### config.mk
export PLATFORM = sky130hd
export DESIGN_NAME = afu_done_top
export DESIGN_NICKNAME = d
export VERILOG_FILES = /design/src/logic/afu_done_pkg.sv /design/src/logic/afu_done_top.sv /design/src/logic/mmio_done_port.sv /design/src/logic/soft_reset_seq.sv /design/src/logic/done_control.sv /design/src/logic/job_engine.sv
export SDC_FILE = /design/constraint.sdc
export NUM_CORES = 1
export LEC_CHECK = 0
export BUFFER_PORTS_ARGS = -buffer_cell sky130_fd_sc_hd__buf_2
export CAP_MARGIN = 20
export CORE_MARGIN = 3
export CORE_UTILIZATION = 59
export DETAILED_ROUTE_END_ITERATION = 12
export PLACE_DENSITY = 0.9
export SLEW_MARGIN = 15
export SYNTH_ARGS = -nofsm -noshare
export SYNTH_HDL_FRONTEND = slang
export SYNTH_HIERARCHICAL = 1
export SYNTH_SLANG_ARGS = --single-unit
export TNS_END_PERCENT = 20
### constraint.sdc
create_clock -name clock -period 9.1 [get_ports clock]
set_input_delay 1.82 -clock clock [delete_from_list [all_inputs] [get_ports clock]]
set_output_delay 1.82 -clock clock [all_outputs]
set_load 0.01 [all_outputs]
### src/logic/afu_done_pkg.sv
package afu_done_pkg;

	////////////////////////////////////////
	// Job descriptor
	////////////////////////////////////////

	// Host job, one handshake per job
	typedef struct packed {
		// First item value, later items count up from here
		logic [31:0] operand;
		// Number of items, never zero
		logic [15:0] length;
	} job_t;

	////////////////////////////////////////
	// Engine statistics
	////////////////////////////////////////

	// Per-job response counters
	typedef struct packed {
		// Items walked by the engine
		logic [31:0] item_count;
		// Items with bit 0 set
		logic [31:0] odd_count;
	} response_stats_t;

	////////////////////////////////////////
	// Host done report
	////////////////////////////////////////

	// Completion record offered to the host
	typedef struct packed {
		// Report present
		logic            valid;
		// CU return value
		logic [63:0]     value;
		// Counters of the finished job
		response_stats_t stats;
	} done_report_t;

	////////////////////////////////////////
	// Completion FSM states
	////////////////////////////////////////

	typedef enum logic [2:0] {
		// Leaving reset
		DONE_RESET         = 3'd0,
		// Tracking engine results
		DONE_IDLE          = 3'd1,
		// One cycle soft reset request
		DONE_RESET_REQ     = 3'd2,
		// Waiting for soft reset release
		DONE_RESET_PENDING = 3'd3,
		// Report offered to the host port
		DONE_MMIO_REQ      = 3'd4
	} done_state_t;

endpackage
### src/logic/afu_done_top.sv
`timescale 1ns/10ps

module afu_done_top #(
	parameter int SOFT_RESET_CYCLES = 4
) (
	input  logic                       clock,
	input  logic                       rstn,
	input  logic                       enabled,
	input  logic                       job_req,
	input  afu_done_pkg::job_t         job,
	output logic                       job_ack,
	output logic                       done_req,
	output afu_done_pkg::done_report_t done_data,
	input  logic                       done_ack
);

	logic                          soft_rstn;
	logic [63:0]                   cu_return;
	afu_done_pkg::response_stats_t response_stats;
	logic                          cu_done;
	logic                          reset_done;
	logic                          cu_return_done_ack;
	afu_done_pkg::done_report_t    report;

	////////////////////////////////////////
	// Compute unit
	////////////////////////////////////////

	job_engine u_job_engine (
		.clock          (clock),
		.rstn           (rstn),
		.soft_rstn      (soft_rstn),
		.job_req        (job_req),
		.job            (job),
		.job_ack        (job_ack),
		.cu_return      (cu_return),
		.response_stats (response_stats),
		.cu_done        (cu_done)
	);

	////////////////////////////////////////
	// Completion path
	////////////////////////////////////////

	done_control u_done_control (
		.clock              (clock),
		.rstn               (rstn),
		.soft_rstn          (soft_rstn),
		.enabled            (enabled),
		.cu_return          (cu_return),
		.response_stats     (response_stats),
		.cu_done            (cu_done),
		.cu_return_done_ack (cu_return_done_ack),
		.reset_done         (reset_done),
		.report             (report)
	);

	// Soft reset pulse for the engine
	soft_reset_seq #(
		.SOFT_RESET_CYCLES (SOFT_RESET_CYCLES)
	) u_soft_reset_seq (
		.clock      (clock),
		.rstn       (rstn),
		.reset_done (reset_done),
		.soft_rstn  (soft_rstn)
	);

	// Host facing done port
	mmio_done_port u_mmio_done_port (
		.clock              (clock),
		.rstn               (rstn),
		.report             (report),
		.done_ack           (done_ack),
		.cu_return_done_ack (cu_return_done_ack),
		.done_req           (done_req),
		.done_data          (done_data)
	);

endmodule

### src/logic/mmio_done_port.sv
`timescale 1ns/10ps

module mmio_done_port (
	input  logic                       clock,
	input  logic                       rstn,
	input  afu_done_pkg::done_report_t report,
	input  logic                       done_ack,
	output logic                       cu_return_done_ack,
	output logic                       done_req,
	output afu_done_pkg::done_report_t done_data
);

	// Host side handshake phases
	typedef enum logic [1:0] {
		PORT_IDLE,
		PORT_REQ,
		PORT_ACK_LOW
	} port_state_t;

	port_state_t state;

	////////////////////////////////////////
	// Four phase done handshake
	////////////////////////////////////////

	always_ff @(posedge clock or negedge rstn) begin
		if (!rstn) begin
			state              <= PORT_IDLE;
			done_req           <= 1'b0;
			done_data          <= '0;
			cu_return_done_ack <= 1'b0;
		end else begin
			// Ack to controller is a single pulse
			cu_return_done_ack <= 1'b0;
			case (state)
				PORT_IDLE: begin
					// Take a snapshot of the report
					if (report.valid) begin
						done_data <= report;
						done_req  <= 1'b1;
						state     <= PORT_REQ;
					end
				end
				PORT_REQ: begin
					// Data stays put until the host answers
					if (done_ack) begin
						done_req           <= 1'b0;
						done_data.valid    <= 1'b0;
						cu_return_done_ack <= 1'b1;
						state              <= PORT_ACK_LOW;
					end
				end
				PORT_ACK_LOW: begin
					// Host must close the handshake first
					if (!done_ack)
						state <= PORT_IDLE;
				end
				default: state <= PORT_IDLE;
			endcase
		end
	end

endmodule

### src/logic/soft_reset_seq.sv
`timescale 1ns/10ps

module soft_reset_seq #(
	parameter int SOFT_RESET_CYCLES = 4
) (
	input  logic clock,
	input  logic rstn,
	input  logic reset_done,
	output logic soft_rstn
);

	localparam int CNT_W = (SOFT_RESET_CYCLES > 1) ? $clog2(SOFT_RESET_CYCLES) : 1;

	logic             reset_done_q;
	logic             request;
	logic [CNT_W-1:0] remaining;

	////////////////////////////////////////
	// Request detect
	////////////////////////////////////////

	// Falling edge of reset_done is one request
	assign request = reset_done_q && !reset_done;

	always_ff @(posedge clock or negedge rstn) begin
		if (!rstn)
			reset_done_q <= 1'b1;
		else
			reset_done_q <= reset_done;
	end

	////////////////////////////////////////
	// Pulse counter
	////////////////////////////////////////

	always_ff @(posedge clock or negedge rstn) begin
		if (!rstn) begin
			soft_rstn <= 1'b1;
			remaining <= '0;
		end else if (soft_rstn) begin
			// Start the low phase
			if (request) begin
				soft_rstn <= 1'b0;
				remaining <= CNT_W'(SOFT_RESET_CYCLES - 1);
			end
		end else begin
			// Busy, new requests are dropped
			if (remaining == '0)
				soft_rstn <= 1'b1;
			else
				remaining <= remaining - 1'b1;
		end
	end

endmodule

### src/logic/done_control.sv
`timescale 1ns/10ps

module done_control (
	input  logic                          clock,
	input  logic                          rstn,
	input  logic                          soft_rstn,
	input  logic                          enabled,
	input  logic [63:0]                   cu_return,
	input  afu_done_pkg::response_stats_t response_stats,
	input  logic                          cu_done,
	input  logic                          cu_return_done_ack,
	output logic                          reset_done,
	output afu_done_pkg::done_report_t    report
);

	afu_done_pkg::done_state_t     state;
	afu_done_pkg::done_state_t     next_state;
	logic                          enabled_q;
	logic                          soft_rstn_s1;
	logic                          soft_rstn_s2;
	logic                          soft_rstn_rise;
	logic                          rise_seen;
	logic                          ack_seen;
	logic [63:0]                   value_latched;
	afu_done_pkg::response_stats_t stats_latched;

	////////////////////////////////////////
	// Soft reset release detect
	////////////////////////////////////////

	// Two flop sync, then edge register
	always_ff @(posedge clock or negedge rstn) begin
		if (!rstn) begin
			soft_rstn_s1   <= 1'b1;
			soft_rstn_s2   <= 1'b1;
			soft_rstn_rise <= 1'b0;
		end else begin
			soft_rstn_s1   <= soft_rstn;
			soft_rstn_s2   <= soft_rstn_s1;
			soft_rstn_rise <= soft_rstn_s1 && !soft_rstn_s2;
		end
	end

	////////////////////////////////////////
	// Enable and sticky events
	////////////////////////////////////////

	// Events are kept while the FSM is stalled so none slips by
	always_ff @(posedge clock or negedge rstn) begin
		if (!rstn) begin
			enabled_q <= 1'b0;
			rise_seen <= 1'b0;
			ack_seen  <= 1'b0;
		end else begin
			enabled_q <= enabled;
			// Cleared in idle before the next request
			if (state == afu_done_pkg::DONE_IDLE)
				rise_seen <= 1'b0;
			else if (soft_rstn_rise)
				rise_seen <= 1'b1;
			// Cleared once back in idle
			if (state == afu_done_pkg::DONE_IDLE)
				ack_seen <= 1'b0;
			else if (cu_return_done_ack)
				ack_seen <= 1'b1;
		end
	end

	////////////////////////////////////////
	// Completion FSM
	////////////////////////////////////////

	always_ff @(posedge clock or negedge rstn) begin
		if (!rstn)
			state <= afu_done_pkg::DONE_RESET;
		else if (enabled_q)
			state <= next_state;
	end

	always_comb begin
		next_state = state;
		case (state)
			afu_done_pkg::DONE_RESET: begin
				next_state = afu_done_pkg::DONE_IDLE;
			end
			afu_done_pkg::DONE_IDLE: begin
				if (cu_done)
					next_state = afu_done_pkg::DONE_RESET_REQ;
			end
			afu_done_pkg::DONE_RESET_REQ: begin
				next_state = afu_done_pkg::DONE_RESET_PENDING;
			end
			afu_done_pkg::DONE_RESET_PENDING: begin
				// Engine is clean again
				if (soft_rstn_rise || rise_seen)
					next_state = afu_done_pkg::DONE_MMIO_REQ;
			end
			afu_done_pkg::DONE_MMIO_REQ: begin
				if (cu_return_done_ack || ack_seen)
					next_state = afu_done_pkg::DONE_IDLE;
			end
			default: next_state = afu_done_pkg::DONE_RESET;
		endcase
	end

	// Track engine output until done, then hold it
	always_ff @(posedge clock) begin
		if (state == afu_done_pkg::DONE_IDLE) begin
			value_latched <= cu_return;
			stats_latched <= response_stats;
		end
	end

	////////////////////////////////////////
	// Outputs
	////////////////////////////////////////

	// Request pulse for the reset sequencer
	assign reset_done = (state != afu_done_pkg::DONE_RESET_REQ);

	// Report withdrawn as soon as the port has taken it
	assign report.valid = (state == afu_done_pkg::DONE_MMIO_REQ) && !ack_seen;
	assign report.value = report.valid ? value_latched : 64'b0;
	assign report.stats = report.valid ? stats_latched : '0;

endmodule

### src/logic/job_engine.sv
`timescale 1ns/10ps

module job_engine (
	input  logic                         clock,
	input  logic                         rstn,
	input  logic                         soft_rstn,
	input  logic                         job_req,
	input  afu_done_pkg::job_t           job,
	output logic                         job_ack,
	output logic [63:0]                  cu_return,
	output afu_done_pkg::response_stats_t response_stats,
	output logic                         cu_done
);

	// Engine phases
	typedef enum logic [1:0] {
		ENG_IDLE,
		ENG_RUN,
		ENG_DONE,
		ENG_ACK_RELEASE
	} eng_state_t;

	eng_state_t         state;
	logic               accept;
	logic               last_item;
	logic [15:0]        length_q;
	logic [31:0]        item_value;
	logic [31:0]        item_cnt;
	logic [31:0]        odd_cnt;
	logic [63:0]        sum;

	// New job only from idle, out of soft reset, on a fresh request
	assign accept    = (state == ENG_IDLE) && soft_rstn && job_req && !job_ack;
	assign last_item = (item_cnt + 32'd1) == {16'b0, length_q};

	////////////////////////////////////////
	// Job handshake
	////////////////////////////////////////

	// Ack rises on accept, falls only once the host drops its request
	// Soft reset leaves it alone so a held request is not taken twice
	always_ff @(posedge clock or negedge rstn) begin
		if (!rstn) begin
			job_ack <= 1'b0;
		end else if (accept) begin
			job_ack <= 1'b1;
		end else if (!job_req) begin
			job_ack <= 1'b0;
		end
	end

	////////////////////////////////////////
	// Control and published results
	////////////////////////////////////////

	always_ff @(posedge clock or negedge rstn) begin
		if (!rstn) begin
			state          <= ENG_IDLE;
			cu_done        <= 1'b0;
			cu_return      <= 64'b0;
			response_stats <= '0;
		end else if (!soft_rstn) begin
			// Soft reset drops the finished job
			state          <= ENG_IDLE;
			cu_done        <= 1'b0;
			cu_return      <= 64'b0;
			response_stats <= '0;
		end else begin
			case (state)
				ENG_IDLE: begin
					if (accept)
						state <= ENG_RUN;
				end
				ENG_RUN: begin
					if (last_item)
						state <= ENG_DONE;
				end
				ENG_DONE: begin
					// Sum is final here, publish it
					cu_return                 <= sum;
					response_stats.item_count <= item_cnt;
					response_stats.odd_count  <= odd_cnt;
					cu_done                   <= 1'b1;
					state                     <= ENG_ACK_RELEASE;
				end
				ENG_ACK_RELEASE: begin
					// Hold done level until the controller soft resets us
					state <= ENG_ACK_RELEASE;
				end
				default: state <= ENG_IDLE;
			endcase
		end
	end

	////////////////////////////////////////
	// Item datapath
	////////////////////////////////////////

	always_ff @(posedge clock) begin
		if (accept) begin
			length_q   <= job.length;
			item_value <= job.operand;
			item_cnt   <= 32'd0;
			odd_cnt    <= 32'd0;
			sum        <= 64'd0;
		end else if (state == ENG_RUN) begin
			// One item per cycle, value wraps in 32 bits
			sum        <= sum + {32'b0, item_value};
			odd_cnt    <= odd_cnt + {31'b0, item_value[0]};
			item_value <= item_value + 32'd1;
			item_cnt   <= item_cnt + 32'd1;
		end
	end

endmodule

==> metrics.txt <==
status=complete, no violations; post-DP HPWL=36300 µm; Gate power share=0.284; NetSw=2.88 mW; Tcrit/Tclk final=0.408; final setup vio count=0; Slew Viols, Final=0; main combinational cell family by area after synthesis=simple AND/OR/NAND/NOR gates; clock buffer count from CTS=58; relative slew slack=0.289; HP Class=flip-flop to flip-flop; cell internal pwr=5.56 mW; CTS root buffer=clkbuf_16; syn_area_per_cell=12.1 µm²; die height=214 µm; Final Wtd Congestion=0.900; first-pass GRT wire length=89400 µm; GRT Max-Usage Layer=met2; fmax=269 MHz; Layout Nets=2349; postcts setup bufs=0; vias per inst=5.92; initial antenna violation count=2; Worst EP required=9.62 ns; residual DRC count=0; grt ovf=0; Crit. End Element=flip-flop; Post-Syn Nets=2197; GRT met2 Usage=0.401; Worst R2R Start=u_job_engine/item_value[16]$_DFFE_PP_; post-synthesis compound-gate area fraction=0.118; cts repair resizes=0; Seq/Total Area, Yosys=0.582; core area=0.0423 mm²; Seq pwr share=0.429; port bufs=183; Sw Ratio=0.341; routed vias=17082; Max Cap Viol=0; Site Rows=75; Final Cell Area=0.0286 mm²; clock-pin slew on the worst setup and hold paths=0.06 ns; Final Skew=0.0286 ns; Mapped Cells=2105; number of synthesized flops with an enable pin=176; Cell Pwr Density=295 mW/mm²; Placed Area=0.0266 mm²; mux contribution to synthesized area=0.0776; CP max FO=12; total track usage=0.243; RSZ-0062 raised after global routing=false; Setup CP Type=flip-flop to flip-flop; M1 GR Usage=0.333; share of layout cells above drive strength 1=0.198; Mapped Area=0.0254 mm²; Setup Total Neg Slack=0 ns; LEAKAGE=12.3 nW; Adder-Cell Fraction of Synth Area=0.0195; Initial Util=0.601; Period minus WS final=3.71 ns; HP Start=u_done_control/soft_rstn_s1$_DFF_PN1_; R2R setup slack=5.39 ns; Top FF cell, synth=dfrtp_1; Synth Area in XOR/XNOR=0.0423; Worst Setup Start Kind=flip-flop; drt first-iter violations=1654; flops & latches, synth=582; Longest Clk Path Bufs=3; largest net degree at the start of global routing=131; Post-Synth Simple-Gate Area=0.131; final wirelength=54900 µm; Netlist cell types=85; clk sinks=582; Ys Warns=6; Clock power frac=0.287; Die ar.=0.0457 mm²; Layout area overhead=12.5%; Hold Fails Final Rpt=0; io pins=184; FFs w/ async S/R, synth=0.478; vias in the first global route=16940; antenna-violating nets left=0; DR WL/cell=19.0 µm; crit path DAT=4.23 ns; H-tree depth=2; Pre-antenna DRT Iters=6; routing usage on met3=0.0366; CTS tree=built; # hold bufs at CTS=0; Critical Path Start=u_job_engine/item_value[16]$_DFFE_PP_; worst-margin pin slew=1.07 ns; peak supply drop=219 µV; die width=214 µm; Worst-Skew Late Latency=0.62 ns; # diodes=0
## final timing paths
| kind | endpoint | cells past startpoint |
|---|---|---|
| min | u_done_control/soft_rstn_s2$_DFF_PN1_ | 0 |
| max reg2reg | u_job_engine/sum[56]$_SDFFE_PP0P_ | 8 |
| min reg2reg | u_done_control/soft_rstn_s2$_DFF_PN1_ | 0 |
| max in group asynchronous | u_mmio_done_port/done_data[59]$_DFFE_PN0P_ | 2 |
| min in group asynchronous | u_job_engine/response_stats[20]$_DFFE_PN0P_ | 1 |
| max | u_job_engine/sum[56]$_SDFFE_PP0P_ | 8 |
## critical path, cell delays in order, from the launching register on
cell and delay, ns:
edfxtp_1 0.50, ha_1 0.46, nand2_2 0.11, or4_1 0.53, a31o_1 0.26, a2111oi_4 0.63, o2111ai_2 0.36, or4b_1 0.62
a21oi_1 0.15
## layer usage
layer | share of wire | wire length (µm) | vias to the layer above
met5 | 0.00067 | 37 | -
met4 | 0.026 | 1420 | 4
met3 | 0.060 | 3290 | 116
met2 | 0.48 | 26600 | 632
met1 | 0.43 | 23500 | 8399
li1 | - | - | 7931
## sequential cells by signal, indices dropped and copies added (netlist names), 2 cells and up
signal                        cells
u_job_engine/item_value          32
u_job_engine/state                2
u_job_engine/odd_cnt             32
u_job_engine/response_stats      64
u_done_control/state              3
u_job_engine/sum                 64
u_mmio_done_port/state            2
u_job_engine/item_cnt            32
u_job_engine/length_q            16
u_job_engine/cu_return           64
u_soft_reset_seq/remaining        2
u_done_control/value_latched     64
u_mmio_done_port/done_data      129
u_done_control/stats_latched     64
## final cells by class
| type | count | area [µm²] |
|---|---|---|
| clock buffer | 82 | 1730 |
| clock inverter | 28 | 253 |
| fill | 2917 | 13700 |
| inverter | 32 | 123 |
| multi-input combinational | 1382 | 9930 |
| sequential | 582 | 14800 |
| tap | 577 | 722 |
| timing repair buffer | 201 | 1070 |
## synth_stat cells, types with 5 or more instances
| library cell | instances | area share |
|---|---|---|
| a21o_1 | 17 | 0.0050 |
| a21oi_1 | 67 | 0.013 |
| a22o_1 | 131 | 0.045 |
| a31oi_1 | 15 | 0.0037 |
| and2_1 | 138 | 0.034 |
| and3_1 | 25 | 0.0061 |
| and4_1 | 8 | 0.0028 |
| buf_2 | 22 | 0.0043 |
| buf_4 | 6 | 0.0018 |
| buf_6 | 6 | 0.0027 |
| buf_8 | 10 | 0.0059 |
| clkbuf_1 | 61 | 0.0090 |
| dfrtp_1 | 274 | 0.27 |
| dfxtp_1 | 128 | 0.10 |
| edfxtp_1 | 176 | 0.21 |
| ha_1 | 38 | 0.019 |
| inv_1 | 30 | 0.0044 |
| mux2_2 | 11 | 0.0049 |
| mux2_4 | 120 | 0.071 |
| mux2i_1 | 5 | 0.0020 |
| nand2_1 | 167 | 0.025 |
| nand2b_1 | 10 | 0.0025 |
| nand3_1 | 63 | 0.012 |
| nand4_1 | 36 | 0.0089 |
| nor2_1 | 95 | 0.014 |
| nor2b_1 | 16 | 0.0039 |
| nor3_1 | 21 | 0.0041 |
| nor4_1 | 12 | 0.0029 |
| o211ai_1 | 6 | 0.0018 |
| o21a_1 | 6 | 0.0018 |
| o21ai_0 | 145 | 0.029 |
| o31ai_1 | 13 | 0.0038 |
| or3_1 | 18 | 0.0044 |
| or4_1 | 6 | 0.0018 |
| xnor2_1 | 53 | 0.018 |
| xor2_1 | 70 | 0.024 |
## kinds of logic (layout without fill, tap and decap cells)
family / after synthesis / after routing
multiplexers: 136 / 136
AND/OR/NAND/NOR: 641 / 641
XOR/XNOR: 123 / 123
adder cells (fa/ha/maj): 39 / 39
flip-flops: 582 / 582
buffers and inverters: 141 / 343
AO/OA/AOI/OAI: 443 / 443
## stage by stage
stage          std cells  hold slack (ns)  total power, mW  worst slack (ns)   util
3_5_place_dp        2773            0.359             6.00              5.10  0.629
4_1_cts             2883            0.369             8.46              5.44  0.676
3_3_place_gp        2773            0.354             5.89              5.25  0.629
2_1_floorplan       2105            0.351             5.38              2.52      -
5_1_grt             2884            0.369             8.88              5.26  0.677
6_report            2884            0.368             8.44              5.39  0.677
## power by group through the flow
| stage | Clock, mW | Sequential [mW] | Combinational, mW |
|---|---|---|---|
| floorplan | 0 | 3.58 | 1.81 |
| global placement | 0 | 3.63 | 2.26 |
| detailed placement | 0 | 3.66 | 2.34 |
| CTS | 2.46 | 3.62 | 2.38 |
| global route | 2.56 | 3.67 | 2.65 |
| finish | 2.42 | 3.62 | 2.40 |
## placed cells by master (no fill, tap or decap), types with 11 or more instances in the layout
| master | synthesis | routed |
|---|---|---|
| mux2_4 | 120 | 120 |
| edfxtp_1 | 176 | 176 |
| nand2_1 | 167 | 166 |
| clkbuf_1 | 61 | 12 |
| xnor2_1 | 53 | 53 |
| a21o_1 | 17 | 17 |
| a22o_1 | 131 | 131 |
| dfxtp_1 | 128 | 128 |
| ha_1 | 38 | 38 |
| inv_1 | 30 | 30 |
| and2_1 | 138 | 137 |
| nor4_1 | 12 | 12 |
| mux2_2 | 11 | 11 |
| nand3_1 | 63 | 63 |
| a31oi_1 | 15 | 15 |
| nor3_1 | 21 | 21 |
| o31ai_1 | 13 | 13 |
| dfrtp_1 | 274 | 274 |
| nor2b_1 | 16 | 14 |
| buf_4 | 6 | 17 |
| a21oi_1 | 67 | 67 |
| xor2_1 | 70 | 70 |
| o21ai_0 | 145 | 145 |
| nand4_1 | 36 | 36 |
| and3_1 | 25 | 25 |
| clkbuf_16 | 0 | 64 |
| nor2_1 | 95 | 93 |
| or3_1 | 18 | 18 |
| clkinv_2 | 0 | 12 |
| buf_2 | 22 | 182 |
(Power assumes the default switching activity.)
